--- src/rtl/mac_pkg.sv ---
package mac_pkg;

  // ********************
  // Dimensions
  // ********************

  localparam int MAT_DIM    = 4;
  localparam int ELEM_W     = 16;
  localparam int STEP_W     = 3;
  localparam int IDX_W      = $clog2(MAT_DIM);
  localparam int MUL_STAGES = 2;

  // Start edge to done edge
  localparam int ADD_LATENCY = 2;
  localparam int MUL_LATENCY = MUL_STAGES + 2;

  // ********************
  // Data types
  // ********************

  typedef logic signed [ELEM_W-1:0] elem_t;

  // Element [row][col]
  typedef elem_t [MAT_DIM-1:0][MAT_DIM-1:0] matrix_t;

  // Bit row*MAT_DIM + col
  typedef logic [MAT_DIM*MAT_DIM-1:0] mask_t;

  // ********************
  // Instruction
  // ********************

  typedef enum logic [1:0] {
    OP_ADD    = 2'd0,
    OP_EWMUL  = 2'd1,
    OP_MATMUL = 2'd2
  } op_t;

  typedef struct packed {
    op_t               op;
    logic              sub;
    logic              init_acc;
    logic [MAT_DIM-1:0] row_mask;
    logic [MAT_DIM-1:0] col_mask;
    logic [STEP_W-1:0] dim;
  } instr_t;

  // One step on its way through the datapath
  typedef struct packed {
    logic              valid;
    op_t               op;
    logic [STEP_W-1:0] step;
    logic              first;
    mask_t             mask;
  } issue_t;

endpackage

--- src/rtl/mac_ctrl.sv ---
module mac_ctrl
  import mac_pkg::*;
(
  input  logic   i_clk,
  input  logic   i_rst_n,
  input  logic   i_clear,
  input  logic   i_start,
  input  instr_t i_instr,
  output logic   o_busy,
  output logic   o_done,
  output issue_t o_issue
);

  typedef enum logic {ST_IDLE, ST_BUSY} state_t;

  state_t            state_q;
  op_t               op_q;
  logic              init_acc_q;
  mask_t             mask_q;
  logic [STEP_W-1:0] nsteps_q;
  logic [STEP_W-1:0] step_q;
  logic [STEP_W-1:0] lat_q;
  logic              done_q;
  mask_t             start_mask;
  logic [STEP_W-1:0] start_nsteps;
  logic [STEP_W-1:0] start_lat;
  logic              issuing;

  always_comb
  begin
    for (int r = 0; r < MAT_DIM; r++)
    begin
      for (int c = 0; c < MAT_DIM; c++)
      begin
        start_mask[r*MAT_DIM+c] = i_instr.row_mask[r] & i_instr.col_mask[c];
      end
    end
  end

  // Matrix multiply runs one outer product per inner index
  always_comb
  begin
    case (i_instr.op)
      OP_MATMUL:
      begin
        start_nsteps = i_instr.dim;
        start_lat    = i_instr.dim + STEP_W'(MUL_LATENCY - 1);
      end
      OP_EWMUL:
      begin
        start_nsteps = STEP_W'(1);
        start_lat    = STEP_W'(MUL_LATENCY);
      end
      default:
      begin
        start_nsteps = STEP_W'(1);
        start_lat    = STEP_W'(ADD_LATENCY);
      end
    endcase
  end

  always_ff @(posedge i_clk or negedge i_rst_n)
  begin
    if (!i_rst_n)
    begin
      op_q       <= OP_ADD;
      init_acc_q <= 1'b0;
      mask_q     <= '0;
      nsteps_q   <= '0;
    end
    else if (i_start && state_q == ST_IDLE)
    begin
      op_q       <= i_instr.op;
      init_acc_q <= i_instr.init_acc;
      mask_q     <= start_mask;
      nsteps_q   <= start_nsteps;
    end
  end

  // ********************
  // Sequencer
  // ********************

  assign issuing = (state_q == ST_BUSY) && (step_q < nsteps_q);

  always_ff @(posedge i_clk or negedge i_rst_n)
  begin
    if (!i_rst_n)
    begin
      state_q <= ST_IDLE;
      step_q  <= '0;
      lat_q   <= '0;
      done_q  <= 1'b0;
    end
    else if (i_clear)
    begin
      state_q <= ST_IDLE;
      step_q  <= '0;
      lat_q   <= '0;
      done_q  <= 1'b0;
    end
    else
    begin
      done_q <= 1'b0;
      case (state_q)
        ST_IDLE:
        begin
          if (i_start)
          begin
            state_q <= ST_BUSY;
            step_q  <= '0;
            lat_q   <= start_lat;
          end
        end
        ST_BUSY:
        begin
          if (issuing)
            step_q <= step_q + STEP_W'(1);
          // Busy stays up through the done cycle
          if (done_q)
            state_q <= ST_IDLE;
          else
          begin
            lat_q  <= lat_q - STEP_W'(1);
            done_q <= (lat_q == STEP_W'(1));
          end
        end
        default:
          state_q <= ST_IDLE;
      endcase
    end
  end

  assign o_busy = (state_q == ST_BUSY);
  assign o_done = done_q;

  always_comb
  begin
    o_issue.valid = issuing;
    o_issue.op    = op_q;
    o_issue.step  = step_q;
    o_issue.first = (step_q == '0) && ((op_q != OP_MATMUL) || init_acc_q);
    o_issue.mask  = mask_q;
  end

  a_start_idle: assert property (@(posedge i_clk) disable iff (!i_rst_n)
    i_start |-> !o_busy);

  a_dim_legal: assert property (@(posedge i_clk) disable iff (!i_rst_n)
    (i_start && i_instr.op == OP_MATMUL) |-> (i_instr.dim inside {[1:MAT_DIM]}));

endmodule

--- config.mk ---
export PLATFORM = sky130hd
export DESIGN_NAME = mac_ctrl
export DESIGN_NICKNAME = d
export VERILOG_FILES = /design/src/rtl/mac_pkg.sv /design/src/rtl/mac_ctrl.sv
export SDC_FILE = /design/constraint.sdc
export NUM_CORES = 1
export LEC_CHECK = 0
export BUFFER_PORTS_ARGS = -buffer_cell sky130_fd_sc_hd__buf_2
export CAP_MARGIN = 20
export CORE_MARGIN = 3
export CORE_UTILIZATION = 47
export DETAILED_ROUTE_END_ITERATION = 10
export PLACE_DENSITY = 0.83
export SETUP_SLACK_MARGIN = 0.4
export SLEW_MARGIN = 20
export SYNTH_ARGS = -nofsm -noshare
export SYNTH_HDL_FRONTEND = slang
export SYNTH_SLANG_ARGS = --single-unit
--- constraint.sdc ---
create_clock -name i_clk -period 4.2 [get_ports i_clk]
set_input_delay 0.42 -clock i_clk [delete_from_list [all_inputs] [get_ports i_clk]]
set_output_delay 0.42 -clock i_clk [all_outputs]
set_load 0.03 [all_outputs]
* After elaboration in Yosys (flattened, before gate mapping) *
Cells that the tools add are included.

storage, ports and cells
  bits in registers = 30
  bits in latches = 0
  memory bits (writable) = 0
  bits in read-only memories = 0
  output and inout port bits = 25
  memories = 0

operators by class
  add/sub/neg operators = 3
  $mul = 0
  div/mod/pow operators = 0
  order comparisons = 1
  equal/unequal tests = 7
  shifts and indexed selects = 0
  muxes and demuxes = 17
  bitwise gates (word level) = 17
  reduce and logical (&&, ||, !) cells = 7

operators by type and width
  cell                                                 count
  2-to-1 mux 3 bit                                     7
  one-hot mux 3 bit (2 select lines)                   3
  AND 1 bit                                            16
  2-to-1 mux 1 bit                                     6
  != test 3 bit, second input constant                 2
  AND reduction 2 bit                                  2
  adder 3 x 1 -> 3 bit, second input constant          1
  adder 3 x 2 -> 3 bit, second input constant          1
  equality test 3 x 1 -> 1 bit, second input constant  1
  logical AND 1 bit                                    3
  zero test 3 bit                                      1
  less-than comparator 3 bit                           1
  != test 3 x 2 -> 1 bit, second input constant        1
  subtractor 3 x 1 -> 3 bit, second input constant     1
  equality test 2 x 1 -> 1 bit, second input constant  1
  equality test 2 bit, second input constant           1
  != test 2 bit, second input constant                 1
  one-hot mux 1 bit (2 select lines)                   1
  logical OR 1 bit                                     1
  inverter 1 bit                                       1

* Logic depth before layout (Yosys ltp) *
Gate-level depths: netlist (run 1).

  depth after elaboration = 5
  mapped depth = 6

* Worst setup path before layout (run 1) *
OpenSTA, ideal clock, no wires.

  path kind = flip-flop to output port
  start point = register step_q[0]
  end point = output o_issue[16] (netlist name)
  data arrival time = 1337 ps
  data required time = 3780 ps
  slack = 2443 ps
  stages on the path, launching flop included = 5
  cell sequence = dfrtp_1 inv_1 ha_1 nand2b_1 a21oi_1

RTL lines
  item                    RTL line         RTL
  from (decl)             mac_ctrl.sv:21   logic [STEP_W-1:0] step_q;
  from (signal assigned)  mac_ctrl.sv:118  step_q <= step_q + STEP_W'(1);
  to (decl)               mac_ctrl.sv:11   output issue_t o_issue

==> results of run 1 <==
[cell families after synthesis]
logic type / share of synthesized area [%]
and+or+nand+nor: 23.71
buffers and inverters: 5.499
adders and majority gates: 7.732
AOI/OAI and AO/OA: 9.021
muxes: 0.6873
DFF: 51.55
xor gates and xnor gates: 1.804
[where the power goes]
part | total, mW | internal, mW | switching (mW)
sequential | 0.334 | 0.317 | 0.0175
combinational | 0.162 | 0.0508 | 0.111
clock | 0.212 | 0.114 | 0.0974
[area by class of cell]
cell class / count / area (sq um) / area share (%)
clock buffers: 8 / 78.83 / 4.487
inverters: 12 / 45.04 / 2.564
multi-input cells: 108 / 625.6 / 35.61
flip-flops and latches: 30 / 750.7 / 42.74
well taps: 31 / 38.79 / 2.208
repair buffers: 43 / 217.7 / 12.39
[metal layers]
metal | up-vias | GRT usage [%] | wire [um]
met3 | 4 | 6.289 | 110
met4 | 0 | 5.455 | 36
met5 | - | 0 | 0
met1 | 553 | 22.93 | 1391
met2 | 22 | 28.10 | 1497
li1 | 599 | - | -
[final timing paths]
check	slack (ns)	cells past startpoint	end
max	2.17	4	o_issue[22]
min	0.11	1	mask_q[14]$_DFFE_PN0P_
max reg2reg	2.48	4	lat_q[2]$_DFFE_PN0P_
min reg2reg	0.47	2	mask_q[3]$_DFFE_PN0P_
max in group asynchronous	3.67	1	mask_q[10]$_DFFE_PN0P_
min in group i_clk	0.28	3	init_acc_q$_DFFE_PN0P_
[state kept, by name, indices dropped and copies added (netlist names)]
signal and flops:
init_acc_q 1, lat_q 3, mask_q 16, nsteps_q 3, o_busy 1, o_done 1
op_q 2, step_q 3
[stage by stage]
step / total power [mW] / std cells / worst slack, ns / utilization (%)
after floorplan: 0.4485 / 157 / 2.443 / -
after global placement: 0.4989 / 224 / 2.462 / 58.82
after detailed placement: 0.5040 / 224 / 2.456 / 58.82
after CTS: 0.7154 / 232 / 2.160 / 61.58
after global routing: 0.7496 / 232 / 2.087 / 61.58
final: 0.7074 / 232 / 2.167 / 61.58
[synthesized netlist by cell type]
cell type / instances / area, sq um
dfrtp_1: 30 / 750.7
ha_1: 9 / 112.6
nand2b_1: 2 / 12.51
nand2_1: 40 / 150.1
or3_1: 2 / 12.51
a41o_1: 1 / 10.01
nor2_1: 5 / 18.77
nor2b_4: 2 / 27.53
a21oi_1: 7 / 35.03
o211a_4: 1 / 17.52
o21ai_1: 3 / 15.01
nand3_1: 20 / 100.1
o21ai_0: 4 / 20.02
o21a_1: 1 / 7.510
buf_4: 1 / 7.510
inv_1: 12 / 45.04
o2111ai_1: 1 / 8.760
mux2i_1: 1 / 10.01
nor3_1: 1 / 5.000
and3_1: 1 / 6.260
clkbuf_1: 2 / 7.510
nor2b_1: 2 / 12.51
a22oi_1: 1 / 7.510
buf_2: 4 / 20.02
xor2_1: 1 / 8.760
xnor2_1: 2 / 17.52
a2111oi_1: 1 / 10.01
==> summary.txt, run 1 <==
STA
  • Hold Fails Final Rpt: 0
  • Hold_ws: 0.1058 ns
  • Final min period: ~2.0 ns
  • Final worst-path cycle share: 48.41%
  • Worst-Margin Slew: 0.6959 ns
  • Setup TNS: 0 ns
  • Peak Freq: ~0.49 GHz
  • Slew headroom: ~53%
  • Worst Skew: about 0.011 ns
  • Slew Viols, Final: 0
  • RSZ-0062 raised after global routing: no
  • Final setup fails: 0

Floorplan
  • DIE AREA: around 0.0038 sq mm
  • Initial core utilization: roughly half
  • Row count: 19
  • DIE HEIGHT: between 60 and 70 um
  • IO Pins: 44
  • Chip Width: approximately 62 um
  • Core area: 0.002853 sq mm

CTS
  • Clock Tree Root: clkbuf_4
  • CTS Buf Count: 5
  • Post-cts gate resize count: 0
  • CTS Buffer Depth: 2
  • Clock slew at reported path FFs: about 0.1 ns
  • Hold bufs inserted after CTS: 0
  • CTS tree: yes
  • Worst skew pair latency: roughly 0.33 ns
  • CTS Sinks: 30
  • Postcts setup bufs: 0
  • Htree depth: 2

Route
  • Antenna Nets Post-Route: 0
  • Vias per inst: 5.078
  • DR DRC count: 0
  • WL final: 3036 um
  • Per-cell routed wire length: ~13 um
  • Pre-antenna DRT Iters: 4
  • Total number of vias: ~1200
  • Starting DRT DRC Count: 61

Final layout
  • Most frequent cells in the layout: 42 x buf_2, 40 x nand2_1, 30 x dfrtp_1
  • Final nets: between 200 and 250
  • Finished layout cell area: 0.001757 sq mm
  • Area Overhead vs Synth: 20.62%
  • Ant diodes: 0
  • Share of layout cells above drive strength 1: between 20 and 30%
  • Most common cell after layout, fill and taps aside: buf_2
  • Filler cell count: approximately 250

Pwr
  • Worst vdd ir: 300.5 uV
  • Total power density per cell area: slightly above 400 mW/mm^2
  • Leakage Power: 0.9939 nW

Worst setup path
  • Critical path class: flop to output port
  • Worst Path Arrival: ~1.6 ns
  • Slowest CP cell: dfrtp_1
  • Critical Path Fanout Max: 5
  • Origin of the critical flop-to-flop path: o_busy$_DFF_PN0_
  • Critical Path Source: step_q[2]$_DFFE_PN0P_
  • Crit-path cells: ha_1 > nand2_1 > o211a_4 > buf_2
  • Slowest Stage Delay on Critical Path: between 0.4 and 0.5 ns
  • Critical path's top delay family: flip-flops
  • Req. time, crit path: ~3.8 ns
  • Crit path buffers/inverters: 1
  • CP Capture Type: output port
  • Type of origin of the critical path: flop

Yosys
  • Library cells used by synthesis: 27
  • Syn Nets: ~190
  • Sequential cell area fraction in the yosys report: 51.55%
  • Post-Synthesis Cells: 157
  • Netlist Area Pre-Place: between 0.001 and 0.0015 sq mm
  • Synth warnings: 0
  • Count of state elements after synthesis: 30
  • Synthesized area per cell: approximately 9.3 sq um

Job
  • Max-cap viol count: 0

Min path
  • Worst hold path type: input pin to asynchronous set/reset pin

Global route
  • Vias in the first global route: around 1100
  • Largest net degree at the start of global routing: 31
  • Total congestion overflow: 0
  • Gr usage total: 17.77%
  • Antenna violations before repair: 0
  • First-pass GRT wire length: ~4800 um

Placed design
  • Gpl congestion: 0.7016
  • Final HPWL DP: between 2000 and 2500 um
  • Port bufs: 42
  • Placed cell areas: approximately 0.0017 sq mm

Status
  • Outcome: complete, no violations
No activity file was read; power rests on OpenSTA's default activity.
==> inputs of run 2 (changes only) <==
CORE_UTILIZATION = 45   (was 47)
clock period = 1.8 ns   (was 4.2 ns; I/O delays follow)
==> run 2 against run 1 <==
Compared with the run above:
- critical path depth increased by 2
- worst hold slack got worse by 0.045 ns
- die area increased by 4.0%
- global-route usage decreased by 0.71 points
- non-clock buffer count increased by 5
- clock skew decreased by 0.0034 ns
==> summary.txt, run 2 (same netlist as run 1, synthesis figures left out) <==
Min path
  • Min-delay src: i_instr[11]
  • Hold Path Depth: 3
  • Hold endpoint: init_acc_q$_DFFE_PN0P_
  • Worst hold path type: input pin to flop (was input pin to asynchronous set/reset pin)

CTS
  • Worst skew pair latency: 0.31 ns (was 0.33 ns)
  • CTS Buffer Depth: 2 (unchanged)
  • CTS Sinks: 30 (unchanged)
  • Htree depth: 2 (unchanged)
  • Clock slew at reported path FFs: 0.10 ns (about the same)
  • Clock Tree Root: clkbuf_4 (unchanged)
  • CTS Buf Count: 5 (unchanged)
  • CTS tree: yes (unchanged)

Status
  • Outcome: complete, no violations (unchanged)

Final layout
  • Most common cell after layout, fill and taps aside: buf_2 (unchanged)
  • Area Overhead vs Synth: 28.87% (was 20.62%)
  • Max FFs per register: 16 (unchanged)
  • Most frequent cells in the layout: 40 x buf_2, 39 x nand2_1, 27 x dfrtp_1 (was 42 x buf_2, 40 x nand2_1, 30 x dfrtp_1)
  • Final nets: 233 (was 228)
  • Ant diodes: 0 (unchanged)
  • Largest Register: mask_q (unchanged)
  • Share of layout cells above drive strength 1: 33.50% (was 26.87%)
  • Finished layout cell area: 0.001877 sq mm (was 0.001757 sq mm)

STA
  • Worst Skew: 0.007075 ns (was 0.01052 ns)
  • RSZ-0062 raised after global routing: yes (was no)
  • Final setup margin: 0.1446 ns (was 2.167 ns)
  • Slew Viols, Final: 0 (unchanged)
  • Hold Fails Final Rpt: 0 (unchanged)
  • Worst-Margin Slew: 0.6623 ns (was 0.6959 ns)
  • Slew headroom: 55.85% (was 53.50%)
  • Final worst-path cycle share: 91.97%
  • Final min period: roughly 1.7 ns
  • Setup TNS: 0 ns (unchanged)
  • Peak Freq: 0.6041 GHz
  • Final setup fails: 0 (unchanged)

Worst setup path
  • Critical Path Fanout Max: 4 (was 5)
  • FF-to-FF path depth: 6 (was 4)
  • Crit path buffers/inverters: 1 (unchanged)
  • Worst R2R End: step_q[0]$_DFFE_PN0P_ (was lat_q[2]$_DFFE_PN0P_)
  • Crit-path cells: ha_4 > nand2_4 > o211a_4 > buf_4 > a2111oi_4 > a41o_1 (was ha_1 > nand2_1 > o211a_4 > buf_2)
  • Critical path class: flop to flop (was flop to output port)
  • CP Capture Type: flop (was output port)
  • Slowest CP cell: dfrtp_2 (was dfrtp_1)
  • Slowest Stage Delay on Critical Path: 0.44 ns (was 0.43 ns)
  • Req. time, crit path: 2.05 ns (was 3.78 ns)
  • Critical path's top delay family: compound AO/OA/AOI/OAI gates (was flip-flops)
  • Origin of the critical flop-to-flop path: step_q[2]$_DFFE_PN0P_ (was o_busy$_DFF_PN0_)
  • Worst Path Arrival: 1.91 ns (was 1.61 ns)
  • Type of origin of the critical path: flop (unchanged)
  • R2R Setup Slk: 0.14 ns (was 2.48 ns)

Pwr
  • Total power density per cell area: 855.9 mW/mm^2 (was 402.7 mW/mm^2)
  • Total Power: 1.606 mW (was 707.4 uW)
  • Worst vdd ir: 534.9 uV (was 300.5 uV)
  • Leakage Power: 1.017 nW (was 0.9939 nW)

Global route
  • First-pass GRT wire length: 5492 um (was 4823 um)
  • Largest net degree at the start of global routing: 31 (unchanged)
  • Antenna violations before repair: 0 (unchanged)
  • Vias in the first global route: 1202 (was 1105)
  • Total congestion overflow: 0 (unchanged)
  • Gr usage total: 17.06% (was 17.77%)

Floorplan
  • DIE AREA: 0.003955 sq mm (was 0.003803 sq mm)
  • IO Pins: 44 (unchanged)
  • Row count: 20 (was 19)
  • Initial core utilization: 47.32% (was 51.05%)
  • Core area: 0.003078 sq mm (was 0.002853 sq mm)
  • DIE HEIGHT: 62.89 um (was 61.67 um)
  • Chip Width: 62.89 um (was 61.67 um)

Placed design
  • Gpl congestion: 0.8146 (was 0.7016)
  • Placed cell areas: 0.001748 sq mm (was 0.001678 sq mm)
  • Port bufs: 42 (unchanged)
  • Final HPWL DP: 2255 um (was 2274 um)
  • Post-Place Worst Slack: 0.2150 ns (was 2.456 ns)

Route
  • Starting DRT DRC Count: 45 (was 61)
  • Pre-antenna DRT Iters: 4 (unchanged)
  • Per-cell routed wire length: 12.65 um (was 13.09 um)
  • WL final: 3163 um (was 3036 um)
  • DR DRC count: 0 (unchanged)
  • Vias per inst: 4.788 (was 5.078)
  • Antenna Nets Post-Route: 0 (unchanged)
  • Total number of vias: 1197 (was 1178)

Job
  • Max-cap viol count: 0 (unchanged)
==> run 2: cell count changes in the layout (fill, tap and decap cells not counted), sizes merged <==
cell | before | now
clkbuf | 8 | 7
dlygate4sd3 | 0 | 1
buf | 43 | 47
clkinv | 0 | 1
==> run 2: area by class of cell <==
cell class	instances	area [sq um]
Clock buffer	7	55.05
Clock inverter	1	5.005
Fill cell	257	1201
Inverter	12	45.04
Multi-Input combinational cell	108	695.7
Sequential cell	30	754.5
Tap cell	44	55.05
Timing Repair Buffer	48	266.5
==> run 2: how the worst max path moves through the flow <==
stage,cells past startpoint,to,slack [ns],startpoint
after floorplan,5,step_q[1]$_DFFE_PN0P_,0.21,step_q[2]$_DFFE_PN0P_
after global placement,5,step_q[1]$_DFFE_PN0P_,0.27,step_q[2]$_DFFE_PN0P_
after detailed placement,5,step_q[1]$_DFFE_PN0P_,0.21,step_q[2]$_DFFE_PN0P_
after CTS,4,o_issue[22],0.13,step_q[2]$_DFFE_PN0P_
after global routing,6,step_q[0]$_DFFE_PN0P_,0.08,step_q[1]$_DFFE_PN0P_
final,6,step_q[0]$_DFFE_PN0P_,0.14,step_q[2]$_DFFE_PN0P_
==> run 2: where the power goes <==
| part | switching (mW) | internal, mW | total, mW |
|---|---|---|---|
| clock | 0.222 | 0.189 | 0.411 |
| sequential | 0.0418 | 0.739 | 0.780 |
| combinational | 0.274 | 0.141 | 0.415 |
| total | 0.537 | 1.07 | 1.61 |
==> run 2: layer usage <==
layer / wire (um) / vias to the layer above / share of wire (%) / GRT usage (%)
met5: 0 / - / 0 / 0
met1: 1461 / 552 / 46 / 23.58
met3: 158 / 4 / 5.0 / 4.496
li1: - / 610 / - / -
met2: 1514 / 31 / 48 / 26.88
met4: 28 / 0 / 0.89 / 3.581
==> run 2: stage by stage <==
stage	utilization, %	std cells	hold WS, ns
after floorplan	-	157	-0.1156
after global placement	56.79	239	0.2486
after detailed placement	56.79	239	0.2474
after CTS	59.80	249	0.05310
after global routing	60.98	250	0.05132
final	60.98	250	0.06034
==> run 2: timing repair <==
item                                   CTS  global route
setup buffers                            1             1
gates resized for setup                  5             6
endpoints found under the hold margin   30             0
gates cloned                             0             0
hold buffers                             1             0
pin swaps                                0             1
setup endpoints to repair               20            14
==> run 2: worst register-to-register path, stage by stage (launching register included) <==
cell       delay, ns
dfrtp_2         0.44
ha_4            0.29
nand2_4         0.05
o211a_4         0.24
buf_4           0.15
a2111oi_4       0.29
a41o_1          0.15
